File: config.mk
export PLATFORM = sky130hd
export DESIGN_NAME = screenRegion
export DESIGN_NICKNAME = d
export VERILOG_FILES = /design/src/hdl/compositorPkg.sv /design/src/hdl/screenRegion.sv
export SDC_FILE = /design/constraint.sdc
export NUM_CORES = 1
export LEC_CHECK = 0
export ABC_AREA = 1
export BUFFER_PORTS_ARGS = -buffer_cell sky130_fd_sc_hd__buf_4
export CORE_MARGIN = 2
export CORE_UTILIZATION = 45
export CTS_CLUSTER_DIAMETER = 60
export DETAILED_ROUTE_END_ITERATION = 12
export GPL_TIMING_DRIVEN = 0
export MAX_ROUTING_LAYER = met4
export PLACE_DENSITY = 0.68
export SLEW_MARGIN = 5
export SYNTH_ARGS = -nofsm -noshare
export SYNTH_HDL_FRONTEND = slang
export SYNTH_SLANG_ARGS = --single-unit
File: constraint.sdc
create_clock -name clk -period 0.8 [get_ports clk]
set_clock_uncertainty 0.05 [all_clocks]
set_input_delay 0.04 -clock clk [delete_from_list [all_inputs] [get_ports clk]]
set_output_delay 0.04 -clock clk [all_outputs]
set_load 0.03 [all_outputs]
File: src/hdl/compositorPkg.sv
package compositorPkg;

    ////////////////////////////////////////
    // screen geometry
    ////////////////////////////////////////

    localparam int coordWidth = 10;
    localparam int sumWidth = coordWidth + 2;   // room for start + offset + origin + size

    // inclusive visible window of the VGA frame
    localparam int displayH0 = 144;             // also the h origin of every rectangle
    localparam int displayH1 = 784;
    localparam int displayV0 = 35;              // also the v origin
    localparam int displayV1 = 515;

    // scene organisation
    localparam int numSets = 6;
    localparam int numSlots = 4;
    localparam int numRects = numSets * numSlots;

    ////////////////////////////////////////
    // types
    ////////////////////////////////////////

    typedef logic [coordWidth-1:0] coord_t;

    // widened coordinate for sums and compares, never wraps
    typedef logic [sumWidth-1:0] coordSum_t;

    typedef struct packed {
        coord_t hStart;
        coord_t vStart;
        coord_t hOffset;
        coord_t vOffset;
        coord_t width;
        coord_t height;
    } rect_t;

    // index is set * numSlots + slot
    typedef rect_t [numRects-1:0] rectSet_t;

    typedef struct packed {
        coord_t hThick;
        coord_t vThick;
    } border_t;

    // stage 1 region result, onBorder only counts when inDisplay is set
    typedef struct packed {
        logic inDisplay;
        logic onBorder;
    } regionFlags;

    typedef enum logic [2:0] {
        colorBlack   = 3'd0,
        colorRed     = 3'd2,
        colorCyan    = 3'd3,
        colorYellow  = 3'd4,
        colorMagenta = 3'd5,
        colorWhite   = 3'd6
    } pixelColor_t;

    ////////////////////////////////////////
    // scroll colors, [set][slot]
    ////////////////////////////////////////

    localparam pixelColor_t [0:numSets-1][0:numSlots-1] scrollColor = '{
        '{colorWhite, colorWhite, colorWhite, colorWhite},      // set 0 is all white
        '{colorRed, colorCyan, colorYellow, colorMagenta},
        '{colorRed, colorCyan, colorYellow, colorMagenta},
        '{colorRed, colorCyan, colorYellow, colorMagenta},
        '{colorRed, colorCyan, colorYellow, colorMagenta},
        '{colorRed, colorCyan, colorYellow, colorMagenta}
    };

endpackage

File: src/hdl/screenRegion.sv
`timescale 1ns/1ps

module screenRegion import compositorPkg::*;
(
    input  logic       clk,
    input  logic       arstN,
    input  coord_t     hCount,
    input  coord_t     vCount,
    input  border_t    borderThick,
    output regionFlags region
);

    coordSum_t hWide;
    coordSum_t vWide;
    coordSum_t hThick;
    coordSum_t vThick;
    logic inWindow;
    logic nearLeft;
    logic nearRight;
    logic nearTop;
    logic nearBottom;

    assign hWide = coordSum_t'(hCount);
    assign vWide = coordSum_t'(vCount);
    assign hThick = coordSum_t'(borderThick.hThick);
    assign vThick = coordSum_t'(borderThick.vThick);

    // visible area, edges included
    assign inWindow = (hWide >= coordSum_t'(displayH0)) && (hWide <= coordSum_t'(displayH1))
                   && (vWide >= coordSum_t'(displayV0)) && (vWide <= coordSum_t'(displayV1));

    ////////////////////////////////////////
    // border frame, inclusive on the inner edge
    ////////////////////////////////////////

    assign nearLeft = hWide <= coordSum_t'(displayH0) + hThick;
    assign nearRight = hWide + hThick >= coordSum_t'(displayH1);    // no underflow this way
    assign nearTop = vWide <= coordSum_t'(displayV0) + vThick;
    assign nearBottom = vWide + vThick >= coordSum_t'(displayV1);

    always_ff @(posedge clk or negedge arstN)
    begin
        if (!arstN)
        begin
            region <= '0;
        end
        else
        begin
            region.inDisplay <= inWindow;
            // outside the window this flag is don't care
            region.onBorder <= nearLeft | nearRight | nearTop | nearBottom;
        end
    end

endmodule

==> results by group <==
Hold path
  – Hold EP: region[1]$_DFF_PN0_
  – Hold path start: hCount[9]
  – Worst hold stages: 4
  – Min-Delay Path Class: in -> reg

Finish
  – Largest Register: region
  – Fillers: between 400 and 500
  – Share of layout cells above drive strength 1: approximately a fifth
  – Max reg flops: 2
  – Largest registers: region (2)
  – Commonest non-fill, non-tap cell in the layout: nand2_1
  – Most frequent cells in the layout: nand2_1 (112), inv_1 (62), buf_4 (45), ha_1 (40), nor2_1 (28)
  – N_diodes: 0
  – Fin cells: 457
  – Synth-to-Final Area Change: 30.2%
  – Nets: between 400 and 500

Worst setup path
  – Startpoint types: input port
  – Crit. End Element: flip-flop
  – Max FO, Critical Path: 3
  – Crit Path Class: in -> reg
  – Worst Path Required: about 0.84 ns
  – Worst EP arrival: between 1.5 and 2 ns

Timing
  – Tcrit/Tclk final: 223%
  – Fmax: roughly 560 MHz
  – Final Hold Fails: 0
  – Slew Limit Fails: 0
  – Period minus WS final: 1.78 ns
  – Setup violators final: 1
  – Hold slack: slightly below 0.1 ns
  – Slew at the pin with the worst max-slew slack: around 0.25 ns
  – Final worst slack: -0.981 ns
  – Slew margin rel.: between 80% and 90%
  – RSZ-0062 raised after global routing: true

Yosys
  – Post-synthesis compound-gate area fraction: 7.94%
  – Netlist cell types: 25
  – Synth Area in Simple Gates: a little over two fifths
  – Sequential fraction of the synthesis area: under 10%
  – Yosys warnings: 0
  – Syn avg cell area: around 5.7 sq um
  – Synth Register Bits: 2
  – Post-Syn Instances: 349
  – Mux contribution to synthesized area: 0%
  – Adder-Cell Fraction of Synth Area: approximately 28%
  – Post-Synth XOR/XNOR Area: about 6.6%
  – Main combinational cell family by area after synthesis: simple AND/OR/NAND/NOR gates
  – Mapped Nets: between 400 and 500
  – Synth Cell Area: between 1500 and 2000 sq um

Clocking
  – CTS Buffer Depth: 2
  – Root buf cell: clkbuf_8
  – Clk sinks: 2
  – TritonCTS clock tree: built
  – H-tree Lvls: 1
  – CTS buffer count: 3
  – CTS clock-pin slew for the worst setup and hold paths: ~0.03 ns

Detailed routing
  – DRT antenna net count: 0
  – First drt pass iteration count: 4
  – Via-to-Cell Ratio: 4.86
  – DRC Markers: 0
  – DRT Wirelength: between 5000 and 6000 um
  – Drt first-iter violations: between 80 and 90
  – Total number of vias: between 2000 and 2500
  – Routed wire per std cell: about 11 um

GRT
  – Initial antenna violation count: 0
  – Largest net degree at the start of global routing: 7
  – First-pass GRT wire length: just under 9000 um
  – GR Util All Layers: around 22%
  – Number of global-route vias before repair: 2176
  – GR Overflow Total: 0

Status
  – Failing checks: negative setup slack
  – Outcome: finished, violations left

Placed design
  – Detailed Place HPWL: 4410 um
  – DP Cell Count: 444
  – GPL Wtd Cong: between 0.8 and 0.9
  – Port bufs: 43
  – Placement Setup Slack: -1.34 ns

Power
  – Total Power: around 2.1 mW
  – Power density cells: between 800 and 900 nW/um^2
  – Pleak: 1.55 nW
  – Peak supply drop: about 0.50 mV

Floorplan
  – Initial Util: between 40% and 50%
  – # IOs: 44
  – Die ar.: 4960 sq um
  – Core area: 4290 sq um
  – Chip Width: 70.4 um
  – FP Rows: 24
  – Die Y-Extent: 70.4 um

Run
  – Max-Cap Viols: 0
## synthesized netlist by cell type
cell type	instances	area share [%]
nand2_1	114	22
inv_1	65	12
ha_1	41	26
nor2_1	32	6.1
nand3_1	23	5.8
a21oi_1	16	4.0
xor2_1	10	4.4
nand4_1	6	1.9
nand3b_1	5	1.9
xnor2_1	5	2.2
nand2_2	4	1.3
nand3_2	4	2.0
a21o_1	3	1.1
nor3_1	3	0.76
o21ai_0	3	0.76
dfrtp_1	2	2.5
fa_1	2	2.0
inv_2	2	0.38
nor2_2	2	0.63
o21bai_1	2	0.76
a21oi_2	1	0.44
clkinv_1	1	0.19
o21a_1	1	0.38
o41ai_1	1	0.44
or2_2	1	0.32
## power breakdown
part | switching [mW] | internal (mW)
registers | 0.00250 | 0.108
clock network | 0.0716 | 0.317
logic | 0.884 | 0.714
## worst max-delay path, cell delays in order
cell,delay (ns)
buf_8,0.08
o21a_1,0.17
nand3_2,0.11
a21oi_2,0.15
nand3_1,0.10
xor2_1,0.17
ha_1,0.30
nand2_1,0.06
nor2_1,0.04
nand2_1,0.05
nor2_1,0.05
nor2_1,0.12
nand3_1,0.08
nor2_1,0.09
nand2_1,0.07
nor2_2,0.07
nand3_1,0.06
## worst max-delay path by stage
stage	endpoint	from	cells after the start
4_1_cts	region[0]$_DFF_PN0_	borderThick[1]	19
3_5_place_dp	region[0]$_DFF_PN0_	borderThick[1]	19
3_3_place_gp	region[0]$_DFF_PN0_	borderThick[1]	19
5_1_grt	region[0]$_DFF_PN0_	borderThick[0]	17
2_1_floorplan	region[0]$_DFF_PN0_	borderThick[1]	18
6_report	region[0]$_DFF_PN0_	borderThick[0]	17
## per-stage QoR
step	cell area (sq um)	util [%]	setup TNS, ns
global route	2580	60.2	-1.22
global placement	2380	55.4	-1.63
detailed placement	2380	55.4	-1.62
finish	2580	60.2	-0.981
CTS	2520	58.7	-1.04
floorplan	1990	-	-0.945
## per-layer routing
metal | wire, um | up-vias | track usage (%)
li1 | - | 1206 | -
met2 | 2730 | 44 | 44.5
met4 | 42 | 0 | 3.42
met3 | 142 | 6 | 1.73
met1 | 2170 | 967 | 23.8
met5 | 0 | - | -
## logic make-up (layout without fill, tap and decap cells)
| logic type | Yosys count | count (layout) |
|---|---|---|
| compound gates | 27 | 27 |
| xor+xnor | 15 | 15 |
| fa+ha+maj | 43 | 43 |
| buf+inv | 68 | 124 |
| flops | 2 | 2 |
| simple gates | 194 | 194 |
## timing repair
action / 4_1_cts / 5_1_grt
pin swaps: 14 / 23
gates resized for setup: 17 / 8
hold buffers: 1 / 0
setup endpoints to repair: 4 / 4
endpoints found under the hold margin: 2 / 0
buffers inserted: 5 / 4
## final cells by class
type / count / area, sq um / area share [%]
flip-flops and latches: 2 / 50.0 / 1.94
repair buffers: 53 / 438 / 16.9
multi-input cells: 279 / 1730 / 66.9
well taps: 52 / 65.1 / 2.52
clock buffers: 3 / 41.3 / 1.60
inverters: 68 / 260 / 10.1
No activity file was read; power rests on OpenSTA's default activity.
