**src/hdl/compositorPkg.sv**
```systemverilog
package compositorPkg;

    ////////////////////////////////////////
    // screen geometry
    ////////////////////////////////////////

    localparam int coordWidth = 10;
    localparam int sumWidth = coordWidth + 2;   // room for start + offset + origin + size

    // inclusive visible window of the VGA frame
    localparam int displayH0 = 144;             // also the h origin of every rectangle
    localparam int displayH1 = 784;
    localparam int displayV0 = 35;              // also the v origin
    localparam int displayV1 = 515;

    // scene organisation
    localparam int numSets = 6;
    localparam int numSlots = 4;
    localparam int numRects = numSets * numSlots;

    ////////////////////////////////////////
    // types
    ////////////////////////////////////////

    typedef logic [coordWidth-1:0] coord_t;

    // widened coordinate for sums and compares, never wraps
    typedef logic [sumWidth-1:0] coordSum_t;

    typedef struct packed {
        coord_t hStart;
        coord_t vStart;
        coord_t hOffset;
        coord_t vOffset;
        coord_t width;
        coord_t height;
    } rect_t;

    // index is set * numSlots + slot
    typedef rect_t [numRects-1:0] rectSet_t;

    typedef struct packed {
        coord_t hThick;
        coord_t vThick;
    } border_t;

    // stage 1 region result, onBorder only counts when inDisplay is set
    typedef struct packed {
        logic inDisplay;
        logic onBorder;
    } regionFlags;

    typedef enum logic [2:0] {
        colorBlack   = 3'd0,
        colorRed     = 3'd2,
        colorCyan    = 3'd3,
        colorYellow  = 3'd4,
        colorMagenta = 3'd5,
        colorWhite   = 3'd6
    } pixelColor_t;

    ////////////////////////////////////////
    // scroll colors, [set][slot]
    ////////////////////////////////////////

    localparam pixelColor_t [0:numSets-1][0:numSlots-1] scrollColor = '{
        '{colorWhite, colorWhite, colorWhite, colorWhite},      // set 0 is all white
        '{colorRed, colorCyan, colorYellow, colorMagenta},
        '{colorRed, colorCyan, colorYellow, colorMagenta},
        '{colorRed, colorCyan, colorYellow, colorMagenta},
        '{colorRed, colorCyan, colorYellow, colorMagenta},
        '{colorRed, colorCyan, colorYellow, colorMagenta}
    };

endpackage

```
**src/hdl/colorPriority.sv**
```systemverilog
`timescale 1ns/1ps

module colorPriority import compositorPkg::*;
(
    input  logic                clk,
    input  logic                arstN,
    input  regionFlags          region,
    input  logic                playerHit,
    input  logic [numRects-1:0] wallHits,
    input  logic [numRects-1:0] scrollHits,
    input  pixelColor_t         playerColor,
    output pixelColor_t         sel
);

    pixelColor_t scrollSel;
    pixelColor_t selNext;
    logic wallAny;
    logic scrollAny;

    assign wallAny = |wallHits;     // walls are always white
    assign scrollAny = |scrollHits;

    ////////////////////////////////////////
    // scroll objects, set major then slot
    ////////////////////////////////////////

    // walk from the highest index down so the lowest hit is written last
    always_comb
    begin
        scrollSel = colorBlack;
        for (int set = numSets - 1; set >= 0; set--)
        begin
            for (int slot = numSlots - 1; slot >= 0; slot--)
            begin
                if (scrollHits[set * numSlots + slot])
                begin
                    scrollSel = scrollColor[set][slot];
                end
            end
        end
    end

    ////////////////////////////////////////
    // layer priority
    ////////////////////////////////////////

    always_comb
    begin
        if (!region.inDisplay)
        begin
            selNext = colorBlack;       // blanking
        end
        else if (region.onBorder)
        begin
            selNext = colorWhite;
        end
        else if (playerHit)
        begin
            selNext = playerColor;      // player sits above everything else
        end
        else if (wallAny)
        begin
            selNext = colorWhite;
        end
        else if (scrollAny)
        begin
            selNext = scrollSel;
        end
        else
        begin
            // empty background
            selNext = colorBlack;
        end
    end

    always_ff @(posedge clk or negedge arstN)
    begin
        if (!arstN)
        begin
            sel <= colorBlack;
        end
        else
        begin
            sel <= selNext;     // stage 2 register
        end
    end

endmodule

```
**config.mk**
```make
export PLATFORM = sky130hd
export DESIGN_NAME = colorPriority
export DESIGN_NICKNAME = d
export VERILOG_FILES = /design/src/hdl/compositorPkg.sv /design/src/hdl/colorPriority.sv
export SDC_FILE = /design/constraint.sdc
export NUM_CORES = 1
export LEC_CHECK = 0
export BUFFER_PORTS_ARGS = -buffer_cell sky130_fd_sc_hd__buf_4
export CAP_MARGIN = 20
export CORE_MARGIN = 2
export CORE_UTILIZATION = 29
export DETAILED_ROUTE_END_ITERATION = 10
export PLACE_DENSITY = 0.81
export SYNTH_ARGS = -nofsm -noshare
export SYNTH_HDL_FRONTEND = slang
export SYNTH_SLANG_ARGS = --single-unit
```
**constraint.sdc**
```tcl
create_clock -name clk -period 0.8 [get_ports clk]
set_input_delay 0.04 -clock clk [delete_from_list [all_inputs] [get_ports clk]]
set_output_delay 0.04 -clock clk [all_outputs]
set_load 0.1 [all_outputs]
```
==> results.rst <==
.. list-table::
   :header-rows: 1

   * - Metric
     - Value
   * - Gate power share
     - 0.530
   * - I/O pin count
     - 59
   * - Average vias per placed instance
     - 5.61
   * - Outcome
     - complete, but fails checks
   * - Final WS setup
     - -0.532 ns
   * - Combined area of all synthesized cells
     - 420 um^2
   * - FILL cells
     - 82
   * - Largest register FFs
     - 3
   * - Cell chain of the critical path
     - buf_4, or4_4, nor3_1, a32oi_1, nor4b_1
   * - Setup repair after global routing missed its margin
     - true
   * - Post-detailed-route wirelength per cell
     - around 14 um
   * - Routed length on met2
     - 1.13 mm
   * - Area leader, netlist
     - dfrtp_1
   * - TritonCTS clock tree
     - done
   * - P_int
     - 0.000634 W
   * - Starting DRT DRC Count
     - 27
   * - Final WL
     - 2.11 mm
   * - Met3 routed wirelength
     - between 150 and 200 um
   * - Share of post-route cells with drive strength above 1
     - 0.621
   * - CP max-delay cell
     - or4_4
   * - WHS Path Cells
     - 2
   * - Multi-input gate area in the final layout
     - 377 um^2
   * - Number of synthesis warnings
     - 0
   * - DIE AREA
     - 1770 um^2
   * - Synthesized Nets
     - 118
   * - Vias in the first global route
     - 894
   * - Cell chosen for the clock root
     - clkbuf_4
   * - Mean cell area of the mapped netlist
     - 6.78 um^2
   * - Launch instance of the worst min-delay path
     - region[0]
   * - Buffering stage count on the worst path with inverters included
     - 1
   * - Sequential cell area
     - roughly 78 um^2
   * - Mapped Cells
     - 62
   * - Crit share post-route
     - 1.67
   * - Hold WS
     - -0.00114 ns
   * - Number of antenna violations at the first check in global routing
     - 0
   * - Overall power of the completed layout
     - 0.000932 W
   * - Fin area
     - 1090 um^2
   * - Num Clock Sinks
     - 3
   * - Number of placement rows
     - 13
   * - Minimum clock period
     - 1.33 ns
   * - Number of iterations in the first detailed-routing pass
     - 4
   * - Highest metal layer with signal wires
     - met4
   * - Aggregate global-route resource usage
     - 0.236
   * - Maximum clock frequency
     - 750 MHz
   * - Routability congestion estimate from global placement
     - about 0.88
   * - Clock buffers created by TritonCTS
     - 3
   * - Via Count
     - 870
   * - Type of the tightest min-delay check
     - in2reg
   * - Top register by number of flip-flops
     - sel
   * - Worst vdd rail ir drop
     - between 300 and 400 uV
   * - Worst Setup Start Kind
     - primary input
   * - Worst Hold Endpoint
     - sel[0]$_DFF_PN0_
   * - Die Span X
     - 42.1 um
   * - Category of the most critical setup path
     - in2reg
   * - Synth cell types
     - 23
   * - Starting density of the core
     - 0.315
   * - Count of endpoints failing hold in the final timing report
     - 1
   * - Number of placed instances with taps included
     - around 150
   * - Dominant cells by area after synthesis
     - dfrtp_1 18%, nor4_1 16%, or4_1 8.9%
   * - Pin count of the biggest net entering global routing
     - 5
   * - Synthesis-stage register bit count
     - 3
   * - Sequential Power Share
     - 0.179
   * - Data required time at the worst endpoint
     - between 0.9 and 1 ns
   * - Setup violators final
     - 6
   * - Violated checks
     - negative hold slack, negative setup slack
   * - Total count of max-transition violations in the final report
     - 0
   * - Layout Area Growth over Synthesis
     - 160%
   * - Share of the core filled with cells
     - 0.818
   * - Wire length of the first global-routing pass
     - approximately 3.3 mm
   * - Static Leakage
     - 0.516 nW
   * - Arr. time, crit path
     - 1.44 ns
   * - Category of cells accounting for the largest share of critical-path delay
     - simple AND/OR/NAND/NOR gates
   * - Maximum single-stage delay on the critical path
     - around 0.56 ns
   * - Power dissipated by switching net loads
     - 0.000298 W
   * - Floorplan core area
     - 1330 um^2
   * - Cell Count, Final, Fillers Out
     - between 150 and 200
   * - Worst-Margin Slew
     - 0.351 ns
   * - Total gr overflow
     - 0
   * - Placed cell areas
     - 982 um^2
   * - Tightest slew margin relative to the limit
     - 0.764
   * - Clock-pin slew on the worst setup and hold paths
     - 0.04 ns
   * - Crit end category
     - flop
   * - Final Net Count
     - slightly below 200
   * - Antenna cells
     - 0
   * - Port Buffer Count
     - slightly below 60
   * - Number of max-capacitance violations reported
     - 0
   * - Number of antenna-violating nets in the routed design
     - 0
   * - Die extent in y
     - 42.1 um
   * - Detailed placement HPWL
     - 1.69 mm
   * - Largest regs
     - sel (3)
   * - Highest fanout seen on the critical path
     - 3
   * - Power per unit of standard cell area
     - 854 nW/um^2
   * - Clock Path Buffers
     - 2
   * - WL met1
     - 727 um
   * - Switching share of power
     - 0.319
   * - Area fraction of the dominant cell type after synthesis
     - 0.179
   * - H-tree levels
     - 1
   * - Share of power burned in the clock network
     - 0.291
   * - Post-route DRC
     - 0
   * - Share of synthesized area occupied by flip-flops and latches
     - 0.179
   * - Number of buffers inserted by hold repair at cts
     - 1
==> Yosys cell counts <==
master,instances
a211oi_1,3
a21o_1,1
a21oi_1,4
a32oi_1,1
dfrtp_1,3
inv_1,3
nand2_1,3
nand2b_1,1
nand3b_1,1
nand4_1,1
nor2_1,9
nor2b_1,2
nor3_1,1
nor4_1,11
nor4b_1,1
o21ai_0,5
o21ba_2,1
o21bai_1,1
o22ai_1,2
o31a_1,1
o31ai_1,1
or2_2,1
or4_1,5
==> cell usage in the layout, fill, tap and decap left out, types with 4 or more instances in the layout <==
master / n
a21oi_1: 4
buf_4: 67
buf_6: 6
nor2_1: 9
nor4_1: 8
o21ai_0: 4
==> power by group through the flow <==
stage	Clock [W]	Combinational [W]	Sequential [W]
final	0.000271	0.000494	0.000167
after global routing	0.000290	0.000526	0.000168
after floorplan	0	0.0000712	0.000237
after global placement	0	0.000446	0.000167
after detailed placement	0	0.000456	0.000167
after CTS	0.000276	0.000475	0.000167
==> layout make-up <==
cell class / count / share of cell area
Sequential cell: 3 / 0.0711
Timing Repair Buffer: 74 / 0.532
Inverter: 3 / 0.0103
Tap cell: 15 / 0.0172
Multi-Input combinational cell: 56 / 0.345
Clock buffer: 4 / 0.0241
==> logic make-up after synthesis <==
kind of cell	Yosys count	synth area share
AOI/OAI and AO/OA	20	0.310
buffers and inverters	3	0.0268
DFF	3	0.179
and+or+nand+nor	36	0.485
==> worst max-delay path by stage <==
stage | startpoint | end | slack, ns | cells after the start
2_1_floorplan | scrollHits[6] | sel[0]$_DFF_PN0_ | -0.53 | 5
3_3_place_gp | scrollHits[6] | sel[0]$_DFF_PN0_ | -0.72 | 6
3_5_place_dp | scrollHits[6] | sel[0]$_DFF_PN0_ | -0.75 | 6
4_1_cts | scrollHits[7] | sel[0]$_DFF_PN0_ | -0.47 | 6
5_1_grt | scrollHits[6] | sel[0]$_DFF_PN0_ | -0.55 | 6
6_report | scrollHits[3] | sel[0]$_DFF_PN0_ | -0.53 | 5
==> per-layer routing <==
metal  vias to the layer above  global-route usage
li1                        407                   -
met1                       393               0.251
met2                        60               0.453
met3                        10              0.0345
met4                         0               0.100
met5                         -                   0
==> through the flow <==
| stage | worst slack, ns | TNS, ns |
|---|---|---|
| floorplan | -0.531 | -1.57 |
| global placement | -0.718 | -2.01 |
| detailed placement | -0.747 | -2.11 |
| CTS | -0.467 | -1.40 |
| global route | -0.548 | -1.77 |
| finish | -0.532 | -1.57 |
==> what timing repair did <==
| action | in CTS | in global routing |
|---|---|---|
| buffers inserted | 0 | 2 |
| cloned | 0 | 0 |
| gates resized for setup | 8 | 4 |
| setup endpoints to repair | 6 | 6 |
| endpoints found under the hold margin | 4 | 1 |
| pin swaps | 5 | 5 |
(Power assumes the default switching activity.)
