**config.mk**
```make
export PLATFORM = sky130hd
export DESIGN_NAME = rectHitArray
export DESIGN_NICKNAME = d
export VERILOG_FILES = /design/src/hdl/compositorPkg.sv /design/src/hdl/rectHitArray.sv
export SDC_FILE = /design/constraint.sdc
export NUM_CORES = 2
export LEC_CHECK = 0
export BUFFER_PORTS_ARGS = -buffer_cell sky130_fd_sc_hd__buf_2
export CAP_MARGIN = 5
export CORE_AREA = 2 2 574 576
export DETAILED_ROUTE_END_ITERATION = 16
export DIE_AREA = 0 0 576 578
export PLACE_DENSITY = 0.37
export SYNTH_ARGS = -nofsm -noshare
export SYNTH_HDL_FRONTEND = slang
export SYNTH_SLANG_ARGS = --single-unit
```
**constraint.sdc**
```tcl
create_clock -name clk -period 0.8 [get_ports clk]
set_input_delay 0.16 -clock clk [delete_from_list [all_inputs] [get_ports clk]]
set_output_delay 0.16 -clock clk [all_outputs]
set_load 0.01 [all_outputs]
```
**src/hdl/compositorPkg.sv**
```systemverilog
package compositorPkg;

    ////////////////////////////////////////
    // screen geometry
    ////////////////////////////////////////

    localparam int coordWidth = 10;
    localparam int sumWidth = coordWidth + 2;   // room for start + offset + origin + size

    // inclusive visible window of the VGA frame
    localparam int displayH0 = 144;             // also the h origin of every rectangle
    localparam int displayH1 = 784;
    localparam int displayV0 = 35;              // also the v origin
    localparam int displayV1 = 515;

    // scene organisation
    localparam int numSets = 6;
    localparam int numSlots = 4;
    localparam int numRects = numSets * numSlots;

    ////////////////////////////////////////
    // types
    ////////////////////////////////////////

    typedef logic [coordWidth-1:0] coord_t;

    // widened coordinate for sums and compares, never wraps
    typedef logic [sumWidth-1:0] coordSum_t;

    typedef struct packed {
        coord_t hStart;
        coord_t vStart;
        coord_t hOffset;
        coord_t vOffset;
        coord_t width;
        coord_t height;
    } rect_t;

    // index is set * numSlots + slot
    typedef rect_t [numRects-1:0] rectSet_t;

    typedef struct packed {
        coord_t hThick;
        coord_t vThick;
    } border_t;

    // stage 1 region result, onBorder only counts when inDisplay is set
    typedef struct packed {
        logic inDisplay;
        logic onBorder;
    } regionFlags;

    typedef enum logic [2:0] {
        colorBlack   = 3'd0,
        colorRed     = 3'd2,
        colorCyan    = 3'd3,
        colorYellow  = 3'd4,
        colorMagenta = 3'd5,
        colorWhite   = 3'd6
    } pixelColor_t;

    ////////////////////////////////////////
    // scroll colors, [set][slot]
    ////////////////////////////////////////

    localparam pixelColor_t [0:numSets-1][0:numSlots-1] scrollColor = '{
        '{colorWhite, colorWhite, colorWhite, colorWhite},      // set 0 is all white
        '{colorRed, colorCyan, colorYellow, colorMagenta},
        '{colorRed, colorCyan, colorYellow, colorMagenta},
        '{colorRed, colorCyan, colorYellow, colorMagenta},
        '{colorRed, colorCyan, colorYellow, colorMagenta},
        '{colorRed, colorCyan, colorYellow, colorMagenta}
    };

endpackage

```
**src/hdl/rectHitArray.sv**
```systemverilog
`timescale 1ns/1ps

module rectHitArray import compositorPkg::*;
#(
    parameter int count = numRects
)
(
    input  logic              clk,
    input  logic              arstN,
    input  coord_t            hCount,
    input  coord_t            vCount,
    input  rect_t [count-1:0] rects,
    output logic  [count-1:0] hits
);

    logic [count-1:0] hitNext;

    // one axis of the hit rule, both ends inclusive
    function automatic logic spanHit(
        input coord_t    pos,
        input coord_t    start,
        input coord_t    offset,
        input coord_t    size,
        input coordSum_t origin
    );
        coordSum_t lo;
        coordSum_t hi;
        lo = coordSum_t'(start) + coordSum_t'(offset) + origin;
        hi = lo + coordSum_t'(size);
        return (coordSum_t'(pos) >= lo) && (coordSum_t'(pos) <= hi);
    endfunction

    // all rectangles in parallel, no priority here
    always_comb
    begin
        for (int i = 0; i < count; i++)
        begin
            hitNext[i] = spanHit(hCount, rects[i].hStart, rects[i].hOffset,
                                 rects[i].width, coordSum_t'(displayH0))
                      && spanHit(vCount, rects[i].vStart, rects[i].vOffset,
                                 rects[i].height, coordSum_t'(displayV0));
        end
    end

    always_ff @(posedge clk or negedge arstN)
    begin
        if (!arstN)
        begin
            hits <= '0;
        end
        else
        begin
            hits <= hitNext;    // stage 1 register
        end
    end

endmodule

```
==> impl_summary.log <==
INFO  metric worst_ep_arrival_time = about 4.5 ns
INFO  metric hold_ws = 0.201 ns
INFO  metric total_of_endpoints_with_negative_setup_slack_in_the_final_report = 48
INFO  metric synth.largest_area_cell = sky130_fd_sc_hd__ha_1
INFO  metric area_growth_syn_to_layout = 62.6%
INFO  metric syn_inst = 8135
INFO  metric floorplan.core_area = 0.326 sq mm
INFO  metric yosys-top-cells-count = sky130_fd_sc_hd__ha_1, sky130_fd_sc_hd__inv_1, sky130_fd_sc_hd__a21oi_1
INFO  metric clk_transition_reported_paths = about 0.22 ns
INFO  metric initial_core_util = 0.200
INFO  metric timing_hold_violations_final = 0
INFO  metric timing.hold.worst_path_depth = 3
INFO  metric achievable-frequency = between 200 and 250 MHz
INFO  metric static-leakage-power = 55.4 nW
INFO  metric port_buffers = between 1000 and 1500
INFO  metric postLayoutSetupSlackWorst = -3.40 ns
INFO  metric cts_inserted_buffers = 3
INFO  metric cts-root-buf = sky130_fd_sc_hd__clkbuf_16
INFO  metric setup.worst_path.end_class = flip-flop
INFO  metric synth_nets = 12045
INFO  metric regMostFlops = hits
INFO  metric wl_per_cell = 22.0 microns
INFO  metric worstHoldPathType = input pin to flip-flop
INFO  metric routed-via-count = roughly 75000
INFO  metric grt_util_met2 = 0.383
INFO  metric grt_overflow_total = 0
INFO  metric synth_async_sr_flop_share = 1.00
INFO  metric vias_in_the_first_global_route = 77762
INFO  metric post-place-ws = -4.10 ns
INFO  metric busiest_layer = met2
INFO  metric nNetsFinal = 16007
INFO  metric place_congestion = just under 1
INFO  metric synth-seq-area-share = 0.00922
INFO  metric drive_gt1_frac = 0.426
INFO  metric synth-edff-count = 0
INFO  metric power = 199 mW
INFO  metric drc = 0
INFO  metric timing.critical_path.fanout_max = 3
INFO  metric largest_register_ff_count = 24
INFO  metric cp_cell_sequence = buf_8 -> ha_4 -> ha_4 -> fa_2 -> a21oi_2 -> o21ai_2 -> o31a_1 -> buf_4 -> a21oi_4 -> ha_4 -> or2_4 -> o31a_1 -> o41ai_2 -> xor2_1 -> ha_1 -> nand4_1 -> nor2_1 -> a221o_1 -> a21o_1 -> o211a_2 -> or4_4 -> nor4b_4
INFO  metric mappedNetlistArea = ~0.065 sq mm
INFO  metric yosys.area_share.xor_xnor = 0.0912
INFO  metric yosys-mux-area-fraction = 0.00446
INFO  metric worstPathRequired = 1.15 ns
INFO  metric yosys_register_bits = 24
INFO  metric pin_count = approximately 1500
INFO  metric postRouteAntennaNets = 0
INFO  metric synth_top_area_frac = 0.452
INFO  metric clock_tree_from_tritoncts = done
INFO  metric power.density = 1880 mW/mm^2
INFO  metric rsz0062_at_grt = yes
INFO  metric violations = negative setup slack
INFO  metric avgViaCountPerCell = 4.54
INFO  metric worst-slew-pin-transition = 0.858 ns
INFO  metric criticalPathCategory = input pin to flip-flop
INFO  metric critical-path-top-cell-by-count = sky130_fd_sc_hd__ha_4
INFO  metric cpPeakStageDelay = 0.42 ns
INFO  metric maxCapViolations = 0
INFO  metric synth_area_per_cell = 8.01 sq um
INFO  metric hold_path_startpoint = rects[639]
INFO  metric number_of_clock_sinks = 24
INFO  metric synthMostInstantiatedCell = sky130_fd_sc_hd__ha_1
INFO  metric grt_util_met3 = 0.0221
INFO  metric outcome = complete, but fails checks
INFO  metric dr.pass1.iters = 8
INFO  metric final-max-slew-violation-count = 0
INFO  metric dr.first_iter.drc_count = 3136
INFO  metric finish.utilization = 0.324
INFO  metric placement_rows = 210
INFO  metric dp_hpwl = 329000 microns
INFO  metric synth_compound_gate_area_share = 0.218
INFO  metric synth_fa_ha_area_frac = 0.481
INFO  metric startpoint_type = input pin
INFO  metric use_met1 = 0.249
INFO  metric cts_max_path_buffers = 2
INFO  metric worst_ir_drop_vdd = approximately 1.4 mV
INFO  metric final.min_clock_period = between 4 and 5 ns
INFO  metric min_delay_worst_endpoint = hits[10]$_DFF_PN0_
INFO  metric ctsHtreeMaxLevel = 1
INFO  metric finalWirelength = between 300000 and 400000 microns
INFO  metric initial_antenna_violation_count = 165
INFO  metric post_synth_main_area_contributors = sky130_fd_sc_hd__ha_1, sky130_fd_sc_hd__inv_1, sky130_fd_sc_hd__xor2_1
INFO  metric grt_pass1_wl = 511000 microns
INFO  metric grt_start_max_net_pins = 22
INFO  metric die_width = 576 microns
INFO  metric critPathSlowestCell = sky130_fd_sc_hd__or4_4
INFO  metric synth_top_family_by_area = adder cells
INFO  metric die_height = 578 microns
INFO  metric simple_gate_area_share_of_the_yosys_netlist = 0.128
INFO  metric layout_top_registers = hits (24)
INFO  metric ys.flop_type = sky130_fd_sc_hd__dfrtp_1
INFO  metric groute.usage.overall = 0.209
INFO  metric count_of_cell_types_in_the_netlist = 83
INFO  metric relSlewSlack = 0.413
INFO  metric synth-warning-count = 0
INFO  metric floorplan.die_area = 0.333 sq mm
INFO  metric min_period_over_period = 5.25
## cell usage in the layout (no fill, tap or decap), types with 189 or more instances in the layout
cell type	netlist	routed
sky130_fd_sc_hd__ha_1	2352	2101
sky130_fd_sc_hd__buf_2	0	1393
sky130_fd_sc_hd__a21oi_1	626	425
sky130_fd_sc_hd__inv_1	1181	1107
sky130_fd_sc_hd__nand2_1	243	242
sky130_fd_sc_hd__nor2_1	484	448
sky130_fd_sc_hd__xnor2_1	315	230
sky130_fd_sc_hd__o21ai_0	329	262
sky130_fd_sc_hd__a21o_1	249	249
sky130_fd_sc_hd__xor2_1	363	311
sky130_fd_sc_hd__buf_4	0	2393
sky130_fd_sc_hd__ha_4	0	189
## where the power goes
group	total [mW]	internal (mW)	switching (mW)
clock network	2.41	0.688	1.72
logic	195	101	93.8
registers	1.55	1.37	0.180
total	199	103	95.7
## area by class of cell
class | count | area, sq um
flip-flops and latches | 24 | 608
repair buffers | 3958 | 27600
inverters | 1181 | 4570
fillers | 34804 | 220000
well taps | 4346 | 5440
diodes | 64 | 160
multi-input cells | 6929 | 67400
clock buffers | 3 | 75.1
## how the worst max path moves through the flow
stage                     from                 to  slack [ns]  depth (start not counted)
floorplan           rects[271]  hits[4]$_DFF_PN0_       -3.44                         20
global placement    rects[271]  hits[4]$_DFF_PN0_       -4.04                         22
detailed placement  rects[151]  hits[2]$_DFF_PN0_       -4.10                         21
CTS                 rects[141]  hits[2]$_DFF_PN0_       -3.36                         23
global route        rects[151]  hits[2]$_DFF_PN0_       -3.51                         21
finish              rects[291]  hits[4]$_DFF_PN0_       -3.40                         22
## critical path, delay by kind of cell
kind / cells / cell delay (ns)
adder cells (fa/ha/maj): 5 / 1.27
buffers and inverters: 2 / 0.25
AO/OA/AOI/OAI: 9 / 1.53
XOR/XNOR: 1 / 0.21
AND/OR/NAND/NOR: 5 / 1.09
## timing repair
item / CTS / global route
setup buffers: 157 / 50
gates resized for setup: 663 / 453
endpoints found under the hold margin: 24 / 0
hold buffers: 1 / 0
cloned: 0 / 0
pin swaps: 562 / 376
endpoints found under the setup margin: 48 / 48
## stage by stage
step                cells  TNS, ns  area [sq um]
global placement    16252   -88.30         98100
finish              16505   -80.74        106000
detailed placement  16252   -89.31         98100
global route        16473   -85.88        106000
CTS                 16400   -81.83        103000
floorplan            8135   -70.81         67000
## per-layer routing
metal | part of all wire | vias to the layer above
met1 | 0.42 | 35075
met3 | 0.042 | 425
met2 | 0.50 | 1762
met4 | 0.043 | 62
li1 | - | 37560
met5 | 0.0011 | -
## cells by family (layout without fill, tap and decap cells)
family                     Yosys count  in the layout
AOI/OAI and AO/OA                 2120           2120
xor gates and xnor gates           678            678
adders and majority gates         2448           2448
buffers and inverters             1182           5142
DFF                                 24             24
muxes                               28             28
other                                0             64
and+or+nand+nor                   1655           1655
Power figures use the tool's default switching activity.
